==> src/hdl/ex_macros.svh <==
`ifndef EX_MACROS_SVH
`define EX_MACROS_SVH

// Datapath width
`define XLEN          64

// Transaction ID carried with every instruction
`define TRANS_ID_BITS 3

// Multiplier latency from acceptance to writeback, at least 3
`define MULT_STAGES   3

// Writeback slots, one credit each
// Power of two, no larger than 2**TRANS_ID_BITS
`define WB_DEPTH      4

// Must hold the value WB_DEPTH
`define CREDIT_BITS   3

`endif
==> src/hdl/ex_pkg.sv <==
package ex_pkg;

    // Opcodes seen by the execute stage
    typedef enum logic [3:0] {
        OP_ADD   = 4'h0,
        OP_SUB   = 4'h1,
        OP_AND   = 4'h2,
        OP_OR    = 4'h3,
        OP_XOR   = 4'h4,
        OP_SLL   = 4'h5,
        OP_SRL   = 4'h6,
        OP_SRA   = 4'h7,
        OP_SLT   = 4'h8,
        OP_SLTU  = 4'h9,
        OP_EQ    = 4'ha,
        OP_MUL   = 4'hb,  // Low half of product
        OP_MULHU = 4'hc   // High half, unsigned
    } fu_op_e;

    typedef enum logic [0:0] {
        FU_ALU  = 1'b0,
        FU_MULT = 1'b1
    } fu_e;

    // Steering decision for one opcode
    function automatic fu_e fu_of(input fu_op_e op);
        fu_e unit;
        case (op)
            OP_MUL, OP_MULHU: unit = FU_MULT;
            default:          unit = FU_ALU;
        endcase
        return unit;
    endfunction

endpackage

==> src/hdl/ex_issue.sv <==
`timescale 1ns/100ps
`include "ex_macros.svh"

module ex_issue (
    input  logic                      clk_i,
    input  logic                      rst_i,
    // Instruction input
    input  logic                      issue_valid_i,
    output logic                      issue_ready_o,
    input  ex_pkg::fu_op_e            issue_op_i,
    input  logic [`XLEN-1:0]          issue_a_i,
    input  logic [`XLEN-1:0]          issue_b_i,
    input  logic [`TRANS_ID_BITS-1:0] issue_trans_id_i,
    // One pulse per freed writeback slot
    input  logic                      credit_return_i,
    // To ALU
    output logic                      alu_valid_o,
    output ex_pkg::fu_op_e            alu_op_o,
    output logic [`XLEN-1:0]          alu_a_o,
    output logic [`XLEN-1:0]          alu_b_o,
    output logic [`TRANS_ID_BITS-1:0] alu_trans_id_o,
    // To multiplier
    output logic                      mult_valid_o,
    output ex_pkg::fu_op_e            mult_op_o,
    output logic [`XLEN-1:0]          mult_a_o,
    output logic [`XLEN-1:0]          mult_b_o,
    output logic [`TRANS_ID_BITS-1:0] mult_trans_id_o
);

    logic [`CREDIT_BITS-1:0]   credits_q;     // Free writeback slots
    logic                      accept;
    ex_pkg::fu_op_e            op_q;
    logic [`XLEN-1:0]          a_q;
    logic [`XLEN-1:0]          b_q;
    logic [`TRANS_ID_BITS-1:0] id_q;
    logic                      alu_valid_q;
    logic                      mult_valid_q;

    assign issue_ready_o = (credits_q != '0);
    assign accept        = issue_valid_i & issue_ready_o;

    always_ff @(posedge clk_i) begin
        if (rst_i) begin
            credits_q    <= `CREDIT_BITS'(`WB_DEPTH);
            alu_valid_q  <= 1'b0;
            mult_valid_q <= 1'b0;
        end else begin
            // Return and spend may coincide
            credits_q    <= credits_q + `CREDIT_BITS'(credit_return_i)
                                      - `CREDIT_BITS'(accept);
            alu_valid_q  <= accept && (ex_pkg::fu_of(issue_op_i) == ex_pkg::FU_ALU);
            mult_valid_q <= accept && (ex_pkg::fu_of(issue_op_i) == ex_pkg::FU_MULT);
        end
    end

    // Instruction register shared by both units
    always_ff @(posedge clk_i) begin
        if (accept) begin
            op_q <= issue_op_i;
            a_q  <= issue_a_i;
            b_q  <= issue_b_i;
            id_q <= issue_trans_id_i;
        end
    end

    assign alu_valid_o     = alu_valid_q;
    assign alu_op_o        = op_q;
    assign alu_a_o         = a_q;
    assign alu_b_o         = b_q;
    assign alu_trans_id_o  = id_q;

    assign mult_valid_o    = mult_valid_q;
    assign mult_op_o       = op_q;
    assign mult_a_o        = a_q;
    assign mult_b_o        = b_q;
    assign mult_trans_id_o = id_q;

    // An underflow wraps above WB_DEPTH and is caught here as well
    a_credit_range: assert property (@(posedge clk_i) disable iff (rst_i)
        credits_q <= `CREDIT_BITS'(`WB_DEPTH));

    // Writeback cannot free a slot while every credit is at home
    a_credit_spurious: assert property (@(posedge clk_i) disable iff (rst_i)
        credit_return_i |-> credits_q < `CREDIT_BITS'(`WB_DEPTH));

endmodule

==> config.mk <==
export PLATFORM = sky130hd
export DESIGN_NAME = ex_issue
export DESIGN_NICKNAME = d
export VERILOG_FILES = /design/src/hdl/ex_pkg.sv /design/src/hdl/ex_issue.sv
export VERILOG_INCLUDE_DIRS = /design/src /design/src/hdl
export SDC_FILE = /design/constraint.sdc
export NUM_CORES = 1
export LEC_CHECK = 0
export BUFFER_PORTS_ARGS = -buffer_cell sky130_fd_sc_hd__buf_4
export CAP_MARGIN = 30
export CELL_PAD_IN_SITES_DETAIL_PLACEMENT = 1
export CELL_PAD_IN_SITES_GLOBAL_PLACEMENT = 2
export CORE_AREA = 5 5 158 160
export CTS_BUF_LIST = sky130_fd_sc_hd__clkbuf_4 sky130_fd_sc_hd__clkbuf_8
export DETAILED_ROUTE_END_ITERATION = 10
export DIE_AREA = 0 0 163 165
export PLACE_DENSITY = 0.87
export SLEW_MARGIN = 10
export SYNTH_ARGS = -nofsm -noshare
export SYNTH_HDL_FRONTEND = slang
export SYNTH_SLANG_ARGS = --single-unit
==> constraint.sdc <==
create_clock -name clk_i -period 6.9 [get_ports clk_i]
set_clock_uncertainty 0.15 [all_clocks]
set_input_delay 0.69 -clock clk_i [delete_from_list [all_inputs] [get_ports clk_i]]
set_output_delay 0.69 -clock clk_i [all_outputs]
set_load 0.02 [all_outputs]
Word level (Yosys, flattened, before mapping)
Index checks and enable logic that the tools add are counted.
Widths: inputs -> output; s select.
{"block": "word_totals", "ff_bits": 140, "input_bits": 139}
{"block": "classes", "add_sub_neg": 2, "eq_ne": 2, "mux": 2, "bitwise": 2, "n_reduce_logical": 4}
{"op": "$eq 4x4->1 const B", "n": 2}
{"op": "$add 3x1->3", "n": 1}
{"op": "$reduce_bool 3->1", "n": 1}
{"op": "$sub 3x1->3", "n": 1}
{"op": "$logic_and 1x1->1", "n": 2}
{"op": "$mux 1", "n": 2}
{"op": "$reduce_or 2->1", "n": 1}
{"op": "$and 1x1->1", "n": 1}
{"op": "$not 1->1", "n": 1}

Logic depth before layout (Yosys ltp)
{"block": "depth", "depth_word": 6, "ltp_mapped": 10}

Worst setup path after synthesis
Ideal clock, no wire load.
{"block": "synth_timing", "path_type": "input to register", "from": "input issue_valid_i", "to": "register credits_q[2]", "arrival_ns": 3.461, "required_ns": 6.633, "setup_slack_ns": 3.173, "cell_stages": 9, "n_path_buf": 0, "path_cell_list": "nand2_2 -> inv_2 -> ha_1 -> inv_1 -> ha_1 -> inv_1 -> fa_1 -> xnor2_1 -> nand2b_1"}
{"block": "synth_between", "elab_chain_cells": 2}
{"element": "start, declared", "line": "ex_issue.sv:8", "text": "input logic issue_valid_i,"}
{"element": "$and 1x1->1", "line": "ex_issue.sv:40", "text": "assign accept = issue_valid_i & issue_ready_o;"}
{"element": "via accept", "line": "ex_issue.sv:31", "text": "logic accept;"}
{"element": "$sub 3x1->3", "line": "ex_issue.sv:49", "text": "credits_q <= credits_q + `CREDIT_BITS'(credit_return_i)"}
{"element": "end signal, assigned", "line": "ex_issue.sv:44", "text": "credits_q <= `CREDIT_BITS'(`WB_DEPTH);"}
{"element": "end signal, assigned", "line": "ex_issue.sv:49"}
{"element": "end, declared", "line": "ex_issue.sv:30", "text": "logic [`CREDIT_BITS-1:0] credits_q;"}
The timed path passes the listed nets, and every way through them passes these cells.
A chain may end at the register's enable or synchronous reset.

Worst setup path in the final report
{"block": "layout_timing", "from": "register credits_q[1]", "to": "register credits_q[2]"}
{"block": "layout_between", "elab_chain_cells": 3, "elab_cells_between_ends": 4}
{"element": "$reduce_bool 3->1", "line": "ex_issue.sv:39", "text": "assign issue_ready_o = (credits_q != '0);"}
{"element": "$and 1x1->1", "line": "ex_issue.sv:40"}
{"element": "via accept", "line": "ex_issue.sv:31"}
{"element": "$sub 3x1->3", "line": "ex_issue.sv:49"}
The timed path passes the listed nets, and every way through them passes these cells.

==> results summary <==
The run finished with clean final reports. The total count of max-transition violations in the final report came out at 0. The worst slew slack as a fraction of its limit is 60.4%.

The slew at the pin closest to its max-slew limit is 594 ps. The number of global-route vias before repair came out at 3702. The first-pass iteration count of the detailed router is 4. The worst register-to-register path ends at credits_q[2]. The floorplan has 56 rows.

The worst register-to-register path has a depth of 10. The largest net degree at the start of global routing came out at 75. The area share of the leading cell type in the synthesized netlist is 76.1%. The area of the die is 0.0269 mm^2. The count of antenna diodes in the layout is 0.

The setup slack of the critical path after layout came out at 4370 ps. Setup repair after global routing left no endpoint under its margin. After detailed routing, the number of remaining DRC violations is 0. The number of antenna violations at the first check in global routing is 0. The global router's overall resource usage is 11.9%. The via count normalized by instance count came out at 3.63. The standby leakage power is 3.60 nW. The launch point of the worst hold path is issue_b_i[0]. STA classifies the critical path endpoint as a register. The routed design could run at a clock period as short as 2530 ps.

Clock-pin slew was measured on the worst setup and hold paths at 90 ps. The residual overflow from global routing came out at 0. The post-synthesis sequential element count came out at 140. The remaining antenna violation count is 0. The post-detailed-placement cell area is 0.00781 mm^2. The root buffer cell chosen for the clock tree is sky130_fd_sc_hd__clkbuf_8.

Max-cap violations in this run came to 0. The final hold violation count came out at 0. The utilization after layout is 35.5%.

The achievable frequency is 395 MHz. In this run the worst path has a maximum fanout of 63. Of all cell types, the one taking the most synthesized area is sky130_fd_sc_hd__edfxtp_1. The overall die width came out at 163 um.

The total vias in the final route came out at 3354. The instance count after placement with tap cells included came out at 890. In the post-synthesis netlist, the biggest area contributors are sky130_fd_sc_hd__edfxtp_1 (76%), sky130_fd_sc_hd__buf_4 (19%), sky130_fd_sc_hd__dfxtp_1 (1.9%). The warning count from the yosys run is 0. The arrival time reported for the critical path endpoint is 2710 ps. The area of the core came out at 0.0233 mm^2.

After detailed routing, the average wire length per cell comes to 18.7 um. The die boundary height is 165 um. The register-to-register path setup slack is 4370 ps. The later pin in the worst-skew pair is clocked with a latency of 430 ps. The number of sinks on the clock net came out at 140. The post-route clock period utilization is 36.7%. For hold timing, the worst endpoint is alu_b_o[0]. The average size of a mapped cell is 18.1 um^2. The beginning of the worst register-to-register path is credits_q[1]. The final-report setup violation count is 0. The layout net count is 733.

The post-synth design cell area is 0.00533 mm^2. In this run the tool buffered the top-level ports with 411 buffer cells. The worst slack at placement came out at 4130 ps. The global-route wire length before repair came out at 23.3 mm. The number of top-level design ports came out at 412.

Across the VDD grid, the largest voltage drop is 0.178 mV. The post-route standard cell area excluding fillers came out at 0.00825 mm^2. The share of cells above drive strength 1 is 74.5%.

The starting utilization of the core area is 22.9%. Synthesis handed over a netlist of 294 instances. The clock tree synthesis step divided the H-tree into 4 levels. The worst setup path is launched from a register. The number of distinct library cells after synthesis came out at 18. The sum of negative setup slack came out at 0 ps. The number of gates resized after CTS came out at 0. The cts-stage hold buffer count is 0.

Sequential cells were found to cover 78.0% of the synthesized design area. Compared with the post-synthesis result, the final layout area differs by 54.9%. Buffers inserted during clock tree synthesis total 17. The final standard cell count with taps included and fillers excluded came out at 923. The buffer depth of the longest clock path is 2. The DRC marker count from the first detailed-route iteration came out at 109. The half-perimeter wire length of the detailed placement result is 14.0 mm. Counting instances, the worst hold path has a depth of 1. The final routed wirelength across all metal layers is 17.2 mm. The last weighted congestion value of the routability-driven placer is 0.748.

The net count after synthesis came out at 436. The power density over cell area is 324 mW/mm^2. The kind of critical path is reg2reg. TritonCTS built the clock tree. The class of the tightest hold or removal check is in2reg. The data required time at the worst endpoint came out at 7080 ps. After clock tree synthesis, the setup repair step added 0 buffers.
flip-flops by register name, indices dropped and copies added (netlist names):
name	flops
alu_a_o	64
alu_b_o	64
alu_op_o	4
alu_trans_id_o	3
credits_q	3
alu_valid_o	1
mult_valid_o	1
per-stage QoR:
step           hold slack, ps  power [mW]
2_1_floorplan             440        1.68
3_3_place_gp              460        1.97
3_5_place_dp              497        1.99
4_1_cts                   227        2.72
5_1_grt                   213        2.80
6_report                  268        2.67
final cells by class:
type / instances / area [um^2]
clock inverter: 12 / 163
multi-input combinational: 15 / 143
inverter: 4 / 20.0
fill: 2499 / 15000
timing repair buffer: 413 / 3110
sequential: 140 / 4150
clock buffer: 20 / 256
tap: 319 / 399
routing by layer:
| metal | vias to the layer above | GRT usage [%] | wire [um] |
|---|---|---|---|
| li1 | 1495 | - | - |
| met1 | 1628 | 12.8 | 6020 |
| met2 | 219 | 21.0 | 9180 |
| met3 | 12 | 5.12 | 1830 |
| met4 | 0 | 4.12 | 206 |
| met5 | - | 0 | 0 |
worst max-delay path by stage:
stage	end	from	cells past startpoint
final	credits_q[2]	credits_q[1]	10
after global routing	credits_q[2]	credits_q[1]	10
after CTS	alu_b_o[41]	credits_q[1]	4
after detailed placement	alu_b_o[61]	issue_valid_i	4
after global placement	alu_a_o[34]	issue_valid_i	4
after floorplan	credits_q[2]	issue_valid_i	9
cell usage in the layout (no fill, tap or decap), drive strengths merged:
| cell | n |
|---|---|
| a211oi | 1 |
| clkbuf | 20 |
| nand2 | 2 |
| edfxtp | 135 |
| o22ai | 1 |
| nor2b | 1 |
| xnor2 | 1 |
| nor4bb | 1 |
| nand2b | 2 |
| buf | 413 |
| nor2 | 1 |
| fa | 1 |
| or3 | 1 |
| clkinvlp | 5 |
| ha | 2 |
| xor2 | 1 |
| inv | 8 |
| bufinv | 3 |
| dfxtp | 5 |
report_power, final:
part / leakage [nW] / switching (mW) / internal, mW
Sequential: 1.35 / 0.0808 / 1.09
Combinational: 2.06 / 0.456 / 0.326
Clock: 0.197 / 0.339 / 0.374
cell families (layout without fill, tap and decap cells):
group	Yosys count	after routing	synth area share [%]
AOI/OAI and AO/OA	2	2	0.376
adders and majority gates	3	3	0.846
xor gates and xnor gates	2	2	0.329
DFF	140	140	78.0
and+or+nand+nor	8	8	1.13
buffers and inverters	139	449	19.3
critical path, stage by stage (launching register included):
cell                       delay, ps
sky130_fd_sc_hd__dfxtp_1         420
sky130_fd_sc_hd__or3_4           170
sky130_fd_sc_hd__nand2_2          90
sky130_fd_sc_hd__inv_6           420
sky130_fd_sc_hd__ha_1            340
sky130_fd_sc_hd__inv_1            50
sky130_fd_sc_hd__ha_1            130
sky130_fd_sc_hd__inv_1            40
sky130_fd_sc_hd__fa_1            370
sky130_fd_sc_hd__xnor2_1         170
sky130_fd_sc_hd__nand2b_1         70
synthesized netlist by cell type (all sizes together):
cell    number
a211oi       1
buf        135
dfxtp        5
edfxtp     135
fa           1
ha           2
inv          4
nand2        2
nand2b       2
nor2         1
nor2b        1
nor4bb       1
o22ai        1
or3          1
xnor2        1
xor2         1
Note: power is estimated with default switching activity, not from simulation.
