--- config.mk ---
export PLATFORM = sky130hd
export DESIGN_NAME = ex_writeback
export DESIGN_NICKNAME = d
export VERILOG_FILES = /design/src/hdl/ex_writeback.sv
export VERILOG_INCLUDE_DIRS = /design/src /design/src/hdl
export SDC_FILE = /design/constraint.sdc
export NUM_CORES = 1
export LEC_CHECK = 0
export ABC_AREA = 1
export BUFFER_PORTS_ARGS = -buffer_cell sky130_fd_sc_hd__buf_2
export CAP_MARGIN = 20
export CORE_MARGIN = 2
export CORE_UTILIZATION = 51
export CTS_CLUSTER_DIAMETER = 120
export CTS_CLUSTER_SIZE = 16
export DETAILED_ROUTE_END_ITERATION = 12
export PLACE_DENSITY = 0.73
export RECOVER_POWER = 100
export SYNTH_ARGS = -nofsm -noshare
export SYNTH_HDL_FRONTEND = slang
export SYNTH_SLANG_ARGS = --single-unit
--- constraint.sdc ---
create_clock -name clk_i -period 12.02 [get_ports clk_i]
set_clock_uncertainty 0.15 [all_clocks]
set_input_delay 1.803 -clock clk_i [delete_from_list [all_inputs] [get_ports clk_i]]
set_output_delay 1.803 -clock clk_i [all_outputs]
set_load 0.1 [all_outputs]
--- src/hdl/ex_macros.svh ---
`ifndef EX_MACROS_SVH
`define EX_MACROS_SVH

// Datapath width
`define XLEN          64

// Transaction ID carried with every instruction
`define TRANS_ID_BITS 3

// Multiplier latency from acceptance to writeback, at least 3
`define MULT_STAGES   3

// Writeback slots, one credit each
// Power of two, no larger than 2**TRANS_ID_BITS
`define WB_DEPTH      4

// Must hold the value WB_DEPTH
`define CREDIT_BITS   3

`endif
--- src/hdl/ex_writeback.sv ---
`timescale 1ns/100ps
`include "ex_macros.svh"

module ex_writeback (
    input  logic                      clk_i,
    input  logic                      rst_i,
    // Port A from the ALU
    input  logic                      a_valid_i,
    input  logic [`XLEN-1:0]          a_result_i,
    input  logic [`TRANS_ID_BITS-1:0] a_trans_id_i,
    // Port B from the multiplier
    input  logic                      b_valid_i,
    input  logic [`XLEN-1:0]          b_result_i,
    input  logic [`TRANS_ID_BITS-1:0] b_trans_id_i,
    // Result output
    output logic                      wb_valid_o,
    input  logic                      wb_ready_i,
    output logic [`XLEN-1:0]          wb_result_o,
    output logic [`TRANS_ID_BITS-1:0] wb_trans_id_o,
    output logic                      credit_return_o
);

    localparam int PTR_BITS = $clog2(`WB_DEPTH);
    localparam int ENTRY_W  = `TRANS_ID_BITS + `XLEN;

    logic [ENTRY_W-1:0]      mem_q [`WB_DEPTH];  // {trans_id, result}
    logic [PTR_BITS-1:0]     wr_ptr_q;
    logic [PTR_BITS-1:0]     rd_ptr_q;
    logic [`CREDIT_BITS-1:0] count_q;
    logic                    credit_q;
    logic                    pop;
    logic [1:0]              n_wr;
    logic [PTR_BITS-1:0]     a_slot;

    assign n_wr = {1'b0, a_valid_i} + {1'b0, b_valid_i};

    // Port B takes the earlier slot when both write
    assign a_slot = wr_ptr_q + PTR_BITS'(b_valid_i);

    always_ff @(posedge clk_i) begin
        if (b_valid_i) begin
            mem_q[wr_ptr_q] <= {b_trans_id_i, b_result_i};
        end
        if (a_valid_i) begin
            mem_q[a_slot] <= {a_trans_id_i, a_result_i};
        end
    end

    assign wb_valid_o                   = (count_q != '0);
    assign {wb_trans_id_o, wb_result_o} = mem_q[rd_ptr_q];
    assign pop                          = wb_valid_o & wb_ready_i;

    always_ff @(posedge clk_i) begin
        if (rst_i) begin
            wr_ptr_q <= '0;
            rd_ptr_q <= '0;
            count_q  <= '0;
            credit_q <= 1'b0;
        end else begin
            wr_ptr_q <= wr_ptr_q + PTR_BITS'(n_wr);  // Wraps at depth
            if (pop) begin
                rd_ptr_q <= rd_ptr_q + 1'b1;
            end
            count_q  <= count_q + `CREDIT_BITS'(n_wr) - `CREDIT_BITS'(pop);
            credit_q <= pop;  // Slot handed back one edge after the pop
        end
    end

    assign credit_return_o = credit_q;

    // Every incoming result must own a credit, so a full buffer never takes a write
    a_wb_no_overflow: assert property (@(posedge clk_i) disable iff (rst_i)
        int'(count_q) + int'(n_wr) <= `WB_DEPTH);

endmodule

Word-level counts from Yosys, hierarchy flattened
Memory sizes are Yosys's and may differ from the RTL's. A register that Yosys moved wholly into a read port is not among the register bits.
Index checks and enable logic that the tools add are counted.
{"block": "word_totals", "out_inout_bits": 69, "ramBits": 268, "n_memories": 1, "ff_bits": 8, "wordCells": 19}
{"memory": "mem_q", "depth": 4, "width": 67, "rd": 1, "rd_ports_with_merged_regs": 1, "write_ports": 2, "line": "ex_writeback.sv:26", "rtl": "logic [ENTRY_W-1:0] mem_q [`WB_DEPTH];"}
{"block": "classes", "n_mux": 6, "n_addsub": 6, "reduce_logical": 1, "bitwise": 1}
{"op": "two-way mux 1 bit", "count": 4}
{"op": "two-way mux 2 bit", "count": 2}
{"op": "adder 3 x 2 -> 3 bit", "count": 1}
{"op": "nonzero test 3 bit", "count": 1}
{"op": "subtractor 3 x 1 -> 3 bit", "count": 1}
{"op": "adder 1 x 1 -> 2 bit", "count": 1}
{"op": "adder 2 x 1 -> 2 bit", "count": 1}
{"op": "adder 2 x 1 -> 2 bit, second input constant", "count": 1}
{"op": "adder 2 bit", "count": 1}
{"op": "bitwise AND 1 bit", "count": 1}

Logic depth before layout (Yosys ltp)
Gate-level depths: netlist (run 1).
{"block": "depth", "depth_word": 4, "mapped_depth": 12, "ltp_nobuf": 12}

Least setup slack after synthesis (run 1)
Ideal clock, no wire load.
{"block": "synth_timing", "path_kind": "input to register", "start": "in b_valid_i", "end": "mem mem_q[3][0] in the netlist's numbering (enable)", "cell_stages": 2, "n_path_buf": 0, "slack_ps": 4493, "setup_time_ps": 591, "required_ps": 11279, "t_arrival_ps": 6786, "path_cell_list": "inv_1 -> o31ai_1"}
{"element": "start: declaration", "line": "ex_writeback.sv:12", "rtl": "input logic b_valid_i,"}
{"element": "end: declaration", "line": "ex_writeback.sv:26"}

==> flow_summary.json, run 1 <==
{
  "tightest_slew_ns": 4.47,
  "period_share_pct": 64.0,
  "yosysUniqueCellTypes": 26,
  "crit_path_end_kind": "flop",
  "synthTopCellsByArea": "edfxtp_1 (60%), o21ai_0 (11%), nand2_1 (7.9%)",
  "slew_headroom_pct": -198,
  "synth-seq-cells": 278,
  "fillers": 2316,
  "use_met3_pct": 4.04,
  "grtUsageTotal_pct": 23.6,
  "muxShareOfSynthArea_pct": 0,
  "post-synth-top-count-cell": "o21ai_0",
  "grt_pass1_wl_mm": 52.4,
  "dr.pass1.iters": 5,
  "yosys_most_used_dff": "edfxtp_1",
  "cellPowerDensity_nw_per_um2": 232,
  "drive_gt1_share_pct": 11.4,
  "synthCells": 1388,
  "ctsResizeCount": 0,
  "synth_compound_area_share_pct": 18.6,
  "clockRootBuffer": "clkbuf_16",
  "cts_hold_buf": 0,
  "worstPathArrival_ns": 7.54,
  "yosysSeqAreaShare_pct": 61.2,
  "portBuffers": 207,
  "fmax_ghz": 0.130,
  "cts_tree": "yes",
  "p_leak_nw": 5.98,
  "core_um2": 26000,
  "placementRows": 59,
  "cp-start-kind": "input pin",
  "synth_top_area_share_pct": 59.7,
  "holdWs_ns": 0.343,
  "initial_core_util_pct": 51.9,
  "path_buf_inv": 4,
  "grt_overflow": 0,
  "clock_sinks": 278,
  "synth_xor_area_share_pct": 0,
  "drtIter0Drc": 974,
  "rsz0062_at_grt": "no",
  "wl_per_cell_um": 17.8,
  "multi_input_area_um2": 4270,
  "slew_violations": 599,
  "ant_nets": 0,
  "async_flop_share_pct": 0,
  "drc": 0,
  "ir_drop_v": 0.000173,
  "avgViaCountPerCell": 5.63,
  "status": "complete, but fails checks",
  "synth.largest_area_cell": "edfxtp_1",
  "wl_mm": 33.6,
  "use_met2_pct": 39.7,
  "clkTransAtPathRegs_ns": 0.07,
  "fin_tns_setup_ns": 0,
  "first_global_vias": 10300,
  "grt_use_met1_pct": 30.9,
  "synth_common_cells": "o21ai_0 (296), nand2_1 (282), edfxtp_1 (268), nor2_1 (144), o21ai_1 (101)",
  "hold_path.class": "reg -> reg",
  "synth_simple_gate_area_share_pct": 12.6,
  "synthesis.nets": 1534,
  "antenna_found_initial": 3,
  "crit_family": "buffers and inverters",
  "crit_path_max_fanout": 98,
  "die_w_um": 167,
  "period_needed_ns": 7.69,
  "cp_data_required_time_ns": 11.86,
  "crit_type": "in -> reg",
  "synth_area_um2": 13500,
  "synthAdderAreaFrac_pct": 0.705,
  "synth-edff-count": 268,
  "post-cts-setup-buffers": 0,
  "cp_cell_sequence": "clkbuf_1 > ha_1 > inv_1 > nand2_1 > nand2_1 > nand2_1 > clkbuf_1 > o31ai_1 > clkbuf_1",
  "htreeDepth": 1,
  "seqCellArea_um2": 8250,
  "areaGrowthSynthToFinish_pct": 10.6,
  "hold_viol": 0,
  "synth_area_per_cell_um2": 9.71,
  "fp.dieH_um": 167,
  "violations": "capacitance limit, slew limit",
  "cp_slowest_stage_delay_ns": 2.93,
  "clock_path_buffers": 3,
  "cp_slowest_cell": "clkbuf_1",
  "dieArea_um2": 27800,
  "final-setup-viol-count": 0,
  "maxCapViolCount": 9,
  "clk_latency_ns": 0.52,
  "ys.warnings.count": 0,
  "gr-max-usage-layer": "met2",
  "dp_hpwl_mm": 19.5,
  "synth_top_family_by_area": "compound AO/OA/AOI/OAI gates",
  "globalplace.congestion": 0.812,
  "io_pins": 208,
  "grt_max_degree": 107,
  "nets": 1681,
  "via_count": 10600,
  "cts_buffers": 21
}
area by class of cell:
type                    count  share of cell area [%]
multi-input cells         924                    28.6
diodes                      3                  0.0503
clock inverters             2                   0.134
well taps                 335                    2.81
clock buffers              36                    3.90
inverters                  87                    2.21
flip-flops and latches    278                    55.3
repair buffers            223                    6.96
worst paths after layout:
kind              slack (ns)      endpoint        start  depth (start not counted)
setup / recovery        4.33  mem_q[3][38]    b_valid_i                          9
hold / removal          0.34   rd_ptr_q[0]  rd_ptr_q[0]                          2
setup reg to reg        5.30  mem_q[3][38]  wr_ptr_q[0]                          8
hold reg to reg         0.34   rd_ptr_q[0]  rd_ptr_q[0]                          2
cell families after synthesis:
kind of cell / Yosys count
flip-flops: 278
AO/OA/AOI/OAI: 477
buffers and inverters: 186
adder cells (fa/ha/maj): 7
AND/OR/NAND/NOR: 440
registers in the layout, summed over array words and instances (netlist names), named ones only:
| signal | count |
|---|---|
| mem_q | 268 |
| count_q | 3 |
| rd_ptr_q | 2 |
| wr_ptr_q | 2 |
| credit_return_o | 1 |
where the power goes:
group	switching [mW]	internal [mW]	leakage [nW]	total (mW)
Sequential	0.0401	1.24	2.60	1.28
Clock	0.326	0.333	0.287	0.659
Combinational	1.30	0.212	3.10	1.51
per-layer routing:
| layer | part of all wire [%] | vias to the layer above |
|---|---|---|
| li1 | - | 5134 |
| met1 | 41 | 4954 |
| met2 | 49 | 464 |
| met3 | 7.9 | 75 |
| met4 | 2.8 | 0 |
| met5 | 0 | - |
worst reg2reg max path, delay by kind of cell, from the launching register on:
kind / cells / cell delay (ns)
DFF: 1 / 0.48
buffers and inverters: 3 / 3.89
AOI/OAI and AO/OA: 1 / 0.42
adders and majority gates: 1 / 0.26
and+or+nand+nor: 3 / 1.00
layout by cell type, fill, tap and decap left out, types with 9 or more instances in the layout:
cell type  synthesis  layout
edfxtp_1         268     268
nor2_1           144     144
nand2_1          282     288
clkbuf_16          0      21
o21ai_1          101       9
buf_2             25     136
o21ai_0          296     392
inv_1             84      84
o22ai_1           67      67
clkbuf_1          42      97
through the flow:
stage,instance area (um2),utilization [%],worst slack (ns),power (mW),instances
floorplan,13500,-,4.49,2.57,1388
global placement,14500,55.7,7.35,2.82,1844
detailed placement,14500,55.8,7.39,2.84,1845
CTS,15100,58.1,6.94,3.49,1883
global route,14900,57.4,3.57,3.60,1887
finish,14900,57.4,4.33,3.46,1888
Power figures use the tool's default switching activity.
==> run 2: changes to the inputs <==
==> constraint.sdc (replaced) <==
create_clock -name clk_i -period 7.41 [get_ports clk_i]
set_clock_uncertainty 0.15 [all_clocks]
set_input_delay 1.1115 -clock clk_i [delete_from_list [all_inputs] [get_ports clk_i]]
set_output_delay 1.1115 -clock clk_i [all_outputs]
set_load 0.1 [all_outputs]
==> flow_summary.json, run 2 (synthesis results as in run 1) <==
{
  "status": "complete, but fails checks",
  "violations": "capacitance limit, slew limit",
  "hold_viol": 0,
  "post-cts-setup-buffers": 0,
  "wl_per_cell_um": 17.9,
  "top_regs": "mem_q (268), count_q (3)",
  "dieArea_um2": 27800,
  "place_area_um2": 14500,
  "pre_cts_slack_ns": 3.41,
  "htreeDepth": 1,
  "globalplace.congestion": 0.794,
  "avgViaCountPerCell": 5.66,
  "clk_latency_ns": 0.51,
  "tightest_slew_ns": 2.95,
  "crit_path_max_fanout": 85,
  "postLayoutCellArea_um2": 14900,
  "fillers": 2286,
  "clkTransAtPathRegs_ns": 0.07,
  "crit_type": "in -> reg",
  "grt_max_degree": 107,
  "final_common_cell": "o21ai_0",
  "grt_pass1_wl_mm": 52.1,
  "rsz0062_at_grt": "no",
  "dp_hpwl_mm": 19.9,
  "placedCellCount": 1845,
  "ctsResizeCount": 0,
  "largest_reg_flops": 268,
  "cts_tree": "yes",
  "grtUsageTotal_pct": 23.3,
  "cp_data_required_time_ns": 7.37,
  "final-setup-viol-count": 0,
  "regMostFlops": "mem_q",
  "p_sw_mw": 2.69,
  "dr.pass1.iters": 5,
  "worst_path_most_repeated_cell": "nand2_1",
  "regToRegSetupSlack_ns": 2.35,
  "io_pins": 208,
  "via_count": 10600,
  "ir_drop_v": 0.000336,
  "areaGrowthSynthToFinish_pct": 10.3,
  "holdWs_ns": 0.348,
  "cellPowerDensity_nw_per_um2": 374,
  "switching_share_pct": 48.4,
  "core_um2": 26000,
  "slew_headroom_pct": -96.7,
  "clock_path_buffers": 3,
  "fin_tns_setup_ns": 0,
  "seq_power_share_pct": 37.5,
  "pwr-share-comb_pct": 43.9,
  "initial_core_util_pct": 51.9,
  "worstPathArrival_ns": 5.44,
  "cts_hold_buf": 0,
  "portBuffers": 207,
  "path_buf_inv": 4,
  "antenna_found_initial": 2,
  "die_w_um": 167,
  "nets": 1680,
  "placementRows": 59,
  "cp_slowest_stage_delay_ns": 1.40,
  "layout_setup_ws_ns": 1.93,
  "clock_sinks": 278,
  "pwr-share-clk_pct": 18.6,
  "p_int_mw": 2.87,
  "hold_path.class": "reg -> reg",
  "crit_family": "buffers and inverters",
  "stdcell_count": 1877,
  "slew_violations": 632,
  "maxCapViolCount": 9,
  "drive_gt1_share_pct": 11.8,
  "p_leak_nw": 5.99,
  "drtIter0Drc": 875,
  "grt_overflow": 0,
  "period_needed_ns": 5.48,
  "first_global_vias": 9909,
  "drc": 0,
  "clockRootBuffer": "clkbuf_16",
  "crit_path_end_kind": "flop",
  "period_share_pct": 73.9,
  "cp_slowest_cell": "nand2_1",
  "cp_cell_sequence": "clkbuf_1 > ha_1 > inv_1 > nand2_1 > nand2_1 > nand2_1 > buf_4 > o31ai_1 > clkbuf_1",
  "fp.dieH_um": 167,
  "final_cell_mix": "o21ai_0 (393), nand2_1 (288), edfxtp_1 (268)",
  "fmax_ghz": 0.183,
  "wl_mm": 33.7,
  "cp-start-kind": "input pin",
  "cts_buffers": 21,
  "ant_nets": 0
}
-- run 2: cell type report --
cell class                 instances  area (um2)  area share, %
clock buffer                      28         552           3.71
clock inverter                     1        11.3         0.0757
multi-input combinational        924        4250           28.6
tap                              335         419           2.82
inverter                          87         329           2.21
antenna                            2        5.00         0.0336
sequential                       278        8250           55.5
timing repair buffer             222        1060           7.12
-- run 2: final timing paths --
check | start | endpoint | depth (start not counted)
hold reg to reg | rd_ptr_q[0] | rd_ptr_q[0] | 2
setup reg to reg | wr_ptr_q[0] | mem_q[3][38] | 8
setup / recovery | b_valid_i | mem_q[3][38] | 9
hold / removal | rd_ptr_q[0] | rd_ptr_q[0] | 2
-- run 2: power by group through the flow --
stage	logic (mW)	registers, mW	clock network [mW]
2_1_floorplan	2.06	2.11	0
3_3_place_gp	2.47	2.10	0
3_5_place_dp	2.51	2.11	0
4_1_cts	2.51	2.07	1.04
5_1_grt	2.57	2.10	1.10
6_report	2.44	2.08	1.03
-- run 2: worst min-delay path, stage by stage, from the launching register on --
cell and delay (ns):
dfxtp_1 0.33, a21oi_1 0.06, nor2_1 0.08
-- run 2: per-layer routing --
metal,vias up,track usage (%),part of all wire (%)
met5,-,0,0
met1,5054,31.9,41
met4,0,5.81,2.0
met2,408,39.6,50
met3,45,3.28,7.3
li1,5120,-,-
-- run 2: stage by stage --
step | utilization [%] | power [mW]
6_report | 57.2 | 5.56
5_1_grt | 57.2 | 5.78
4_1_cts | 58.0 | 5.63
3_5_place_dp | 55.8 | 4.62
3_3_place_gp | 55.7 | 4.58
2_1_floorplan | - | 4.17
