`config.mk`:
```
export PLATFORM = sky130hd
export DESIGN_NAME = alu
export DESIGN_NICKNAME = d
export VERILOG_FILES = /design/src/hdl/ex_pkg.sv /design/src/hdl/alu.sv
export VERILOG_INCLUDE_DIRS = /design/src /design/src/hdl
export SDC_FILE = /design/constraint.sdc
export NUM_CORES = 1
export LEC_CHECK = 0
export BUFFER_PORTS_ARGS = -buffer_cell sky130_fd_sc_hd__buf_2
export CAP_MARGIN = 15
export CELL_PAD_IN_SITES_DETAIL_PLACEMENT = 2
export CELL_PAD_IN_SITES_GLOBAL_PLACEMENT = 2
export CORE_ASPECT_RATIO = 0.6
export CORE_MARGIN = 2
export CORE_UTILIZATION = 37
export DETAILED_ROUTE_END_ITERATION = 10
export PLACE_DENSITY = 0.91
export SETUP_SLACK_MARGIN = 0.1
export SLEW_MARGIN = 20
export SYNTH_ARGS = -nofsm -noshare
export SYNTH_HDL_FRONTEND = slang
export SYNTH_SLANG_ARGS = --single-unit
```
`constraint.sdc`:
```
create_clock -name vclk -period 10.91
set_input_delay 0 -clock vclk [all_inputs]
set_output_delay 0 -clock vclk [all_outputs]
set_load 0.05 [all_outputs]
```
`src/hdl/ex_macros.svh`:
```
`ifndef EX_MACROS_SVH
`define EX_MACROS_SVH

// Datapath width
`define XLEN          64

// Transaction ID carried with every instruction
`define TRANS_ID_BITS 3

// Multiplier latency from acceptance to writeback, at least 3
`define MULT_STAGES   3

// Writeback slots, one credit each
// Power of two, no larger than 2**TRANS_ID_BITS
`define WB_DEPTH      4

// Must hold the value WB_DEPTH
`define CREDIT_BITS   3

`endif
```
`src/hdl/ex_pkg.sv`:
```
package ex_pkg;

    // Opcodes seen by the execute stage
    typedef enum logic [3:0] {
        OP_ADD   = 4'h0,
        OP_SUB   = 4'h1,
        OP_AND   = 4'h2,
        OP_OR    = 4'h3,
        OP_XOR   = 4'h4,
        OP_SLL   = 4'h5,
        OP_SRL   = 4'h6,
        OP_SRA   = 4'h7,
        OP_SLT   = 4'h8,
        OP_SLTU  = 4'h9,
        OP_EQ    = 4'ha,
        OP_MUL   = 4'hb,  // Low half of product
        OP_MULHU = 4'hc   // High half, unsigned
    } fu_op_e;

    typedef enum logic [0:0] {
        FU_ALU  = 1'b0,
        FU_MULT = 1'b1
    } fu_e;

    // Steering decision for one opcode
    function automatic fu_e fu_of(input fu_op_e op);
        fu_e unit;
        case (op)
            OP_MUL, OP_MULHU: unit = FU_MULT;
            default:          unit = FU_ALU;
        endcase
        return unit;
    endfunction

endpackage

```
`src/hdl/alu.sv`:
```
`timescale 1ns/100ps
`include "ex_macros.svh"

module alu (
    input  ex_pkg::fu_op_e   op_i,
    input  logic [`XLEN-1:0] a_i,
    input  logic [`XLEN-1:0] b_i,
    output logic [`XLEN-1:0] result_o
);

    localparam int SHAMT_BITS = $clog2(`XLEN);

    logic                  sub;
    logic [`XLEN-1:0]      b_mux;
    logic [`XLEN:0]        adder_result;   // Top bit is carry out
    logic [SHAMT_BITS-1:0] shamt;
    logic                  less_signed;
    logic                  less_unsigned;
    logic                  is_equal;

    // Compares reuse the adder as a subtractor
    assign sub = (op_i == ex_pkg::OP_SUB)  || (op_i == ex_pkg::OP_SLT) ||
                 (op_i == ex_pkg::OP_SLTU) || (op_i == ex_pkg::OP_EQ);

    assign b_mux        = sub ? ~b_i : b_i;
    assign adder_result = {1'b0, a_i} + {1'b0, b_mux} + {{`XLEN{1'b0}}, sub};

    assign shamt = b_i[SHAMT_BITS-1:0];

    // No carry out means a borrow
    assign less_unsigned = ~adder_result[`XLEN];

    // Differing signs decide directly, otherwise sign of the difference
    assign less_signed = (a_i[`XLEN-1] != b_i[`XLEN-1]) ? a_i[`XLEN-1]
                                                       : adder_result[`XLEN-1];

    assign is_equal = (adder_result[`XLEN-1:0] == '0);

    always_comb begin
        case (op_i)
            ex_pkg::OP_ADD,
            ex_pkg::OP_SUB:  result_o = adder_result[`XLEN-1:0];
            ex_pkg::OP_AND:  result_o = a_i & b_i;
            ex_pkg::OP_OR:   result_o = a_i | b_i;
            ex_pkg::OP_XOR:  result_o = a_i ^ b_i;
            ex_pkg::OP_SLL:  result_o = a_i << shamt;
            ex_pkg::OP_SRL:  result_o = a_i >> shamt;
            ex_pkg::OP_SRA:  result_o = $unsigned($signed(a_i) >>> shamt);
            ex_pkg::OP_SLT:  result_o = {{(`XLEN-1){1'b0}}, less_signed};
            ex_pkg::OP_SLTU: result_o = {{(`XLEN-1){1'b0}}, less_unsigned};
            ex_pkg::OP_EQ:   result_o = {{(`XLEN-1){1'b0}}, is_equal};
            default:         result_o = '0;  // Multiplies never get here
        endcase
    end

endmodule

```
# == Word level (Yosys, flattened, before mapping) ==
# Index checks and enable logic that the tools add are counted.
# op_classes
eq_ne,11
reduce_logical,6
n_bitwise,5
shifts,3
add_sub_neg,2
muxes,3
# op_table
cell,n
64-bit one-hot mux with 10 select lines,1
64-bit by 64-bit adder with 65-bit output,1
65-bit by 1-bit adder with 65-bit output,1
64-bit AND,1
64-bit logical NOT,1
64-bit 2-to-1 mux,1
64-bit NOT,1
64-bit bitwise OR,1
64-bit by 6-bit << shifter with 64-bit output,1
64-bit by 6-bit >> shifter with 64-bit output,1
64-bit by 6-bit >>> shifter with 64-bit output,1
64-bit bitwise XOR,1
"4-bit by 3-bit == test with 1-bit output, second input constant",4
"4-bit == test, second input constant",3
"4-bit by 2-bit == test with 1-bit output, second input constant",2
"4-bit by 1-bit == test with 1-bit output, second input constant",1
4-bit logical NOT,1
1-bit logical OR,3
2-bit OR reduction,1
1-bit 2-to-1 mux,1
1-bit != test,1
1-bit NOT,1
# totals
regBits,0
elab_cells,30
out_inout_bits,64

# == Logic depth before layout (Yosys ltp) ==
# Gate-level depths: netlist of the first run.
# logic_depth
depth_word,9
mapped_depth,20

# == Least setup slack after synthesis of the first run ==
# Ideal clock, no wire load.
# synth_timing
kind,input -> output
start,in b_i[1]
end,out result_o[0]
path_buffers,4
arrival_ns,5.540
required_time_ns,10.910
path_slack_ns,5.370
path_stages,20
path_cell_list,clkbuf_1 > inv_2 > buf_1 > buf_2 > buf_1 > xnor2_1 > inv_1 > fa_1 > nand2b_1 > a21oi_2 > nor2_1 > o21a_1 > o31ai_1 > a21oi_1 > xor2_2 > nand4_1 > or4b_1 > nor4b_2 > nand4_1 > o41ai_2
# synth_between
elab_chain_len,6
elab_cells_between_ends,11
# synth_lines
item,line,source
from (decl),alu.sv:7,"input logic [`XLEN-1:0] b_i,"
64-bit NOT,alu.sv:25,assign b_mux = sub ? ~b_i : b_i;
64-bit 2-to-1 mux,alu.sv:25,
64-bit by 64-bit adder with 65-bit output,alu.sv:26,"assign adder_result = {1'b0, a_i} + {1'b0, b_mux} + {{`XLEN{1'b0}}, sub};"
65-bit by 1-bit adder with 65-bit output,alu.sv:26,
64-bit logical NOT (tied with other cells),alu.sv:37,assign is_equal = (adder_result[`XLEN-1:0] == '0);
64-bit one-hot mux with 10 select lines *,alu.sv:40,case (op_i)
to (decl),alu.sv:8,output logic [`XLEN-1:0] result_o
# Mark *: on every way between the ends. The rest lies on a longest branch, timed or not.

# == Worst setup path in the final report of the first run ==
# layout_timing
start,in op_i[0]
end,out result_o[0]
# layout_between
elab_chain_len,9
elab_cells_between_ends,22
# layout_lines
item,line,source
from (decl),alu.sv:5,"input ex_pkg::fu_op_e op_i,"
4-bit by 1-bit == test with 1-bit output / 4-bit == test (equally long branches),"alu.sv:22, alu.sv:40",
1-bit logical OR (2 in series),alu.sv:22,assign sub = (op_i == ex_pkg::OP_SUB) || (op_i == ex_pkg::OP_SLT) ||
1-bit logical OR,alu.sv:23,(op_i == ex_pkg::OP_SLTU) || (op_i == ex_pkg::OP_EQ);
64-bit 2-to-1 mux,alu.sv:25,
64-bit by 64-bit adder with 65-bit output,alu.sv:26,
65-bit by 1-bit adder with 65-bit output,alu.sv:26,
64-bit logical NOT (tied with other cells),alu.sv:37,
64-bit one-hot mux with 10 select lines *,alu.sv:40,
# Marks and branches as above.

==> results of run 1 <==
==> layout make-up <==
cell class                 instances  area [um^2]
tap                              579          724
multi-input combinational       2214        15000
timing repair buffer             233         1280
fill                            5449        25900
antenna                            2         5.00
inverter                         142          539
==> stage by stage <==
stage,instance area [um^2],util,instances
finish,17600,0.405,3170
global route,17600,0.405,3168
CTS,17600,0.405,3168
detailed placement,17600,0.405,3168
global placement,17600,0.405,3168
floorplan,16300,-,2556
==> critical path: stages <==
cell and delay, ns:
buf_2 0.56, nor2b_1 0.36, nor2_1 0.13, nor2_4 0.08
buf_4 0.41, buf_4 0.69, xnor2_1 0.23, inv_1 0.10
fa_1 0.40, nand2b_1 0.21, a21oi_2 0.27, nor2_1 0.11
o21a_1 0.24, o31ai_1 0.61, a21boi_0 0.42, o21bai_1 0.53
a21oi_1 0.24, xnor2_1 0.23, nor4b_2 0.36, nand4_1 0.18
o41ai_2 0.37, buf_2 0.33
==> worst paths after layout <==
check                       to  slack [ns]  cells past startpoint
setup / recovery   result_o[0]        3.80                     22
hold / removal    result_o[56]        0.66                      5
==> routing by layer <==
layer  wire [um]  vias up  part of all wire  global-route usage
li1            -     9333                 -                   -
met1       49100    11244              0.43               0.672
met2       45600     1539              0.40               0.679
met3       14100      269              0.12               0.130
met4        6490       10             0.056               0.216
met5          55        -           0.00048                   0
==> cells by family (layout without fill, tap and decap cells) <==
| group | Yosys count | count (layout) | synth area share |
|---|---|---|---|
| buf+inv | 342 | 375 | 0.0819 |
| simple gates | 774 | 774 | 0.204 |
| compound gates | 901 | 901 | 0.349 |
| xor+xnor | 127 | 127 | 0.0690 |
| fa+ha+maj | 193 | 193 | 0.148 |
| mux | 219 | 219 | 0.148 |
| other cells | 0 | 2 | 0 |
==> Yosys cell counts, types with 12 or more instances <==
cell	n
mux2i_1	190
o31ai_1	13
ha_1	192
a221oi_1	36
a22o_1	13
nand3_1	30
a22oi_1	53
nand4_1	33
o211ai_1	51
a21oi_1	230
a21o_1	30
nand2b_1	19
mux2_2	12
xor2_1	27
nor3_1	27
o21ai_0	279
buf_1	40
a31oi_1	13
a211oi_1	41
xnor2_1	98
nor2_1	370
and2_1	16
o2111ai_1	13
mux4_2	17
nand2_1	223
o21bai_1	14
inv_1	140
nor4_1	13
clkbuf_1	142
==> layout by cell type, fill, tap and decap left out, drive strengths merged, types with 5 or more instances in the layout <==
cell	count
mux2	12
o221ai	10
a21o	32
o21ai	290
o21bai	14
xnor2	99
a211oi	44
a211o	10
a31oi	14
nor2	370
a22o	13
nor2b	10
a41oi	5
and2	16
nor4	13
mux4	17
nor3	27
nand2	223
o22a	7
ha	192
nand4	33
or3	9
o21a	9
xor2	28
buf	233
a21boi	10
and3	6
o211ai	51
nand2b	19
a221oi	37
mux2i	190
a21oi	233
o31ai	13
inv	141
o22ai	11
o2111ai	13
a22oi	53
nand3	31
==> results by group, run 1 <==
Layout
  – Share of post-route cells with drive strength above 1: 0.117
  – Seq cells: 0
  – Final-layout clock buffer total: 0
  – Final net count: a little under 3000
  – Sequential Area: 0 um^2
  – Area grow syn2layout: 7.70%

Floorplan
  – Die area: 45900 um^2
  – Initial Utilization: 0.376
  – I/O pin total: a little under 200
  – Die Span Y: ~170 um
  – Die width: 275 um
  – Core area: between 40000 and 50000 um^2
  – Site Rows: 59

STA
  – Worst slew pin tran: 1.19 ns
  – Slew margin rel.: 0.201
  – Max-slew violation count: 0
  – Total Negative Setup Slacks: 0 ns
  – # setup viols final: 0
  – Final worst setup slack: around 3.8 ns
  – Fmax: ~140 MHz
  – Fin Hold WS: 0.656 ns
  – Unrepaired setup endpoints after global routing: false
  – Hold Fails Final Rpt: 0
  – Tmin final: 7.11 ns
  – Period utilization: 0.652

Placement
  – Routability cong.: 1.13
  – Placement Setup Slack: 4.03 ns
  – # port buffers: between 150 and 200
  – Post-detail-place hpwl: 93.9 mm

Job
  – Max_cap viols: 0

Yosys
  – Synth warnings: 0
  – Synth top area share: 0.147
  – Post-Syn Area per Cell: 6.39 um^2
  – Cell variety after synth: 86
  – Syn_nets: just under 3000
  – Mapped Cells: 2556
  – Top post-synthesis cells by area: ha_1 (15%), mux2i_1 (12%), o21ai_0 (8.5%), nor2_1 (8.5%), a21oi_1 (7.0%)
  – Dominant cell type by area after synthesis: ha_1
  – Seq/Total Area, Yosys: 0
  – Mapped Area: 16300 um^2

Critical path
  – Crit path from: op_i[0]
  – CP endpoint kind: output pin
  – Critical Path RT: 10.91 ns
  – Startpoint Class: primary input
  – Worst Path Max Fanout: 40
  – Kind of critical path: primary input to output pin
  – Crit path DAT: a little over 7 ns

Global routing
  – Initial antenna violation count: 8
  – Total track usage: 0.480
  – Largest net degree at the start of global routing: 100
  – GRT overflow: 0
  – Vias in the first global route: 21832
  – First-pass GRT wire length: 162 mm

Routing
  – Antenna Nets Post-Route: 0
  – WL/cell: ~36 um
  – Final WL: 115 mm
  – Vias: 22395
  – DRC errors left: 0
  – DRT iter0 DRCs: between 3000 and 4000
  – Post-DR vias/cell: 7.06
  – 1st-pass router iterations: 6

CTS
  – CTS Hold Bufs: 0
  – Post-cts sizing count: 0
  – Post-CTS setup buffer count: 0

Status
  – Outcome: finished, final reports clean

Hold path
  – Tightest Hold Check Type: primary input to output pin
  – Hold wc startpoint: b_i[56]
==> inputs of run 2 (changes only) <==
CORE_UTILIZATION = 31   (was 37)
PLACE_DENSITY = 0.82   (was 0.91)
clock period = 6.2 ns   (was 10.91 ns; I/O delays follow)
==> results by group, run 2 (synthesized netlist as in run 1, its figures left out) <==
Routing
  – Final WL: 115 mm (about the same)
  – 1st-pass router iterations: 5 (was 6)
  – Post-DR vias/cell: 6.58 (was 7.06)
  – WL/cell: 34.9 um (was 36.4 um)
  – Max Used Layer: met5 (unchanged)
  – Met2 wire len: 46.1 mm (was 45.6 mm)
  – Metal3 WL: 12.3 mm (was 14.1 mm)
  – DRC errors left: 0 (unchanged)
  – Post-route met1 wirelength: 52.1 mm (was 49.1 mm)
  – Antenna Nets Post-Route: 0 (unchanged)
  – DRT iter0 DRCs: 2818 (was 3298)
  – Vias: 21758 (was 22395)

Placement
  – Post-detail-place hpwl: 94.9 mm (was 93.9 mm)
  – # port buffers: 196 (unchanged)
  – DP Area: 17900 um^2 (was 17600 um^2)
  – Placement Setup Slack: 0.623 ns (was 4.03 ns)
  – Routability cong.: 1.06 (was 1.13)

Critical path
  – Worst path max stage delay: 0.53 ns (was 0.69 ns)
  – Kind of critical path: primary input to output pin (unchanged)
  – Critical Path RT: 6.20 ns (was 10.91 ns)
  – Worst-path cell chain: buf_2, nor2b_1, nor2_1, nor2_4, buf_12, xnor2_1, ha_1, a21oi_1, o21ai_0, a21oi_1, nand2_1, nor3_1, buf_4, o21ai_1, xnor2_1, and2_1, nand4_1, nor4_1, nand4_1, o41ai_2, buf_2 (was buf_2, nor2b_1, nor2_1, nor2_4, buf_4, buf_4, xnor2_1, inv_1, fa_1, nand2b_1, a21oi_2, nor2_1, o21a_1, o31ai_1, a21boi_0, o21bai_1, a21oi_1, xnor2_1, nor4b_2, nand4_1, o41ai_2, buf_2)
  – Delay-heaviest family, CP: simple AND/OR/NAND/NOR gates (was compound AO/OA/AOI/OAI gates)
  – Slowest-stage cell, CP: nor2b_1 (was buf_4)
  – Crit path DAT: 5.87 ns (was 7.11 ns)
  – CP endpoint kind: output pin (unchanged)
  – Startpoint Class: primary input (unchanged)
  – Worst Path Max Fanout: 43 (was 40)
  – Crit path buf inv count: 4 (was 5)

STA
  – # setup viols final: 0 (unchanged)
  – Hold Fails Final Rpt: 0 (unchanged)
  – Period utilization: 0.947
  – Unrepaired setup endpoints after global routing: false (unchanged)
  – Fmax: 170 MHz
  – Worst slew pin tran: 1.20 ns (was 1.19 ns)
  – Slew margin rel.: 0.190 (was 0.201)
  – Tmin final: between 5 and 6 ns
  – Final worst setup slack: 0.327 ns (was 3.80 ns)
  – Max-slew violation count: 0 (unchanged)
  – Fin Hold WS: 0.654 ns (was 0.656 ns)
  – Total Negative Setup Slacks: 0 ns (unchanged)

Layout
  – Sequential Area: 0 um^2 (unchanged)
  – Most common library cell in the layout ignoring fill and taps: nor2_1 (unchanged)
  – Fill cells: 6447 (was 5449)
  – Final net count: 2929 (was 2916)
  – Commonest non-fill, non-tap cells in the layout: nor2_1 (368), o21ai_0 (278), a21oi_1 (230) (unchanged)
  – Final-layout clock buffer total: 0 (unchanged)
  – Seq cells: 0 (unchanged)
  – Area grow syn2layout: 9.54% (was 7.70%)
  – Share of post-route cells with drive strength above 1: 0.122 (was 0.117)
  – Post-route cell area: 17900 um^2 (was 17600 um^2)

Floorplan
  – I/O pin total: 196 (unchanged)
  – Initial Utilization: 0.312 (was 0.376)
  – Core area: 52300 um^2 (was 43500 um^2)
  – Die area: 54600 um^2 (was 45900 um^2)
  – Site Rows: 65 (was 59)
  – Die Span Y: 182 um (was 167 um)
  – Die width: 300 um (was 275 um)

CTS
  – Post-CTS setup buffer count: 0 (unchanged)

Global routing
  – Largest net degree at the start of global routing: 109 (was 100)
  – Initial antenna violation count: 8 (unchanged)
  – Total track usage: 0.405 (was 0.480)
  – GRT overflow: 0 (unchanged)
  – Vias in the first global route: 21386 (was 21832)
  – First-pass GRT wire length: 162 mm (about the same)

Status
  – Outcome: finished, final reports clean (unchanged)

Job
  – Max_cap viols: 0 (unchanged)

Hold path
  – Tightest Hold Check Type: primary input to output pin (unchanged)
==> run 2: metal layers <==
layer	track usage	up-vias
met2	0.580	1262
met4	0.140	10
met1	0.584	10952
met5	0	-
li1	-	9356
met3	0.0950	178
==> run 2: area by class of cell <==
cell class | count | area, um^2 | share of cell area
Multi-Input combinational cell | 2214 | 15000 | 0.841
Timing Repair Buffer | 246 | 1420 | 0.0792
Tap cell | 703 | 880 | 0.0492
Inverter | 142 | 539 | 0.0301
Antenna cell | 4 | 10.0 | 0.000559
==> run 2: tightest hold or removal path, stage by stage <==
cell and delay (ns):
buf_2 0.11, inv_1 0.09, ha_1 0.14, o211ai_1 0.09, buf_2 0.22
==> run 2: worst paths after layout <==
path | start | to | slack, ns | cells past startpoint
max | op_i[3] | result_o[0] | 0.33 | 21
min | b_i[25] | result_o[25] | 0.65 | 5
==> run 2: timing repair <==
| action | CTS | global route |
|---|---|---|
| resized for setup | 0 | 1 |
| setup endpoints to repair | 0 | 1 |
| hold buffers | 0 | 0 |
==> run 2: stage by stage <==
step	std cells	utilization
final	3309	0.342
after global placement	3305	0.342
after floorplan	2556	-
after global routing	3305	0.342
after CTS	3305	0.342
after detailed placement	3305	0.342
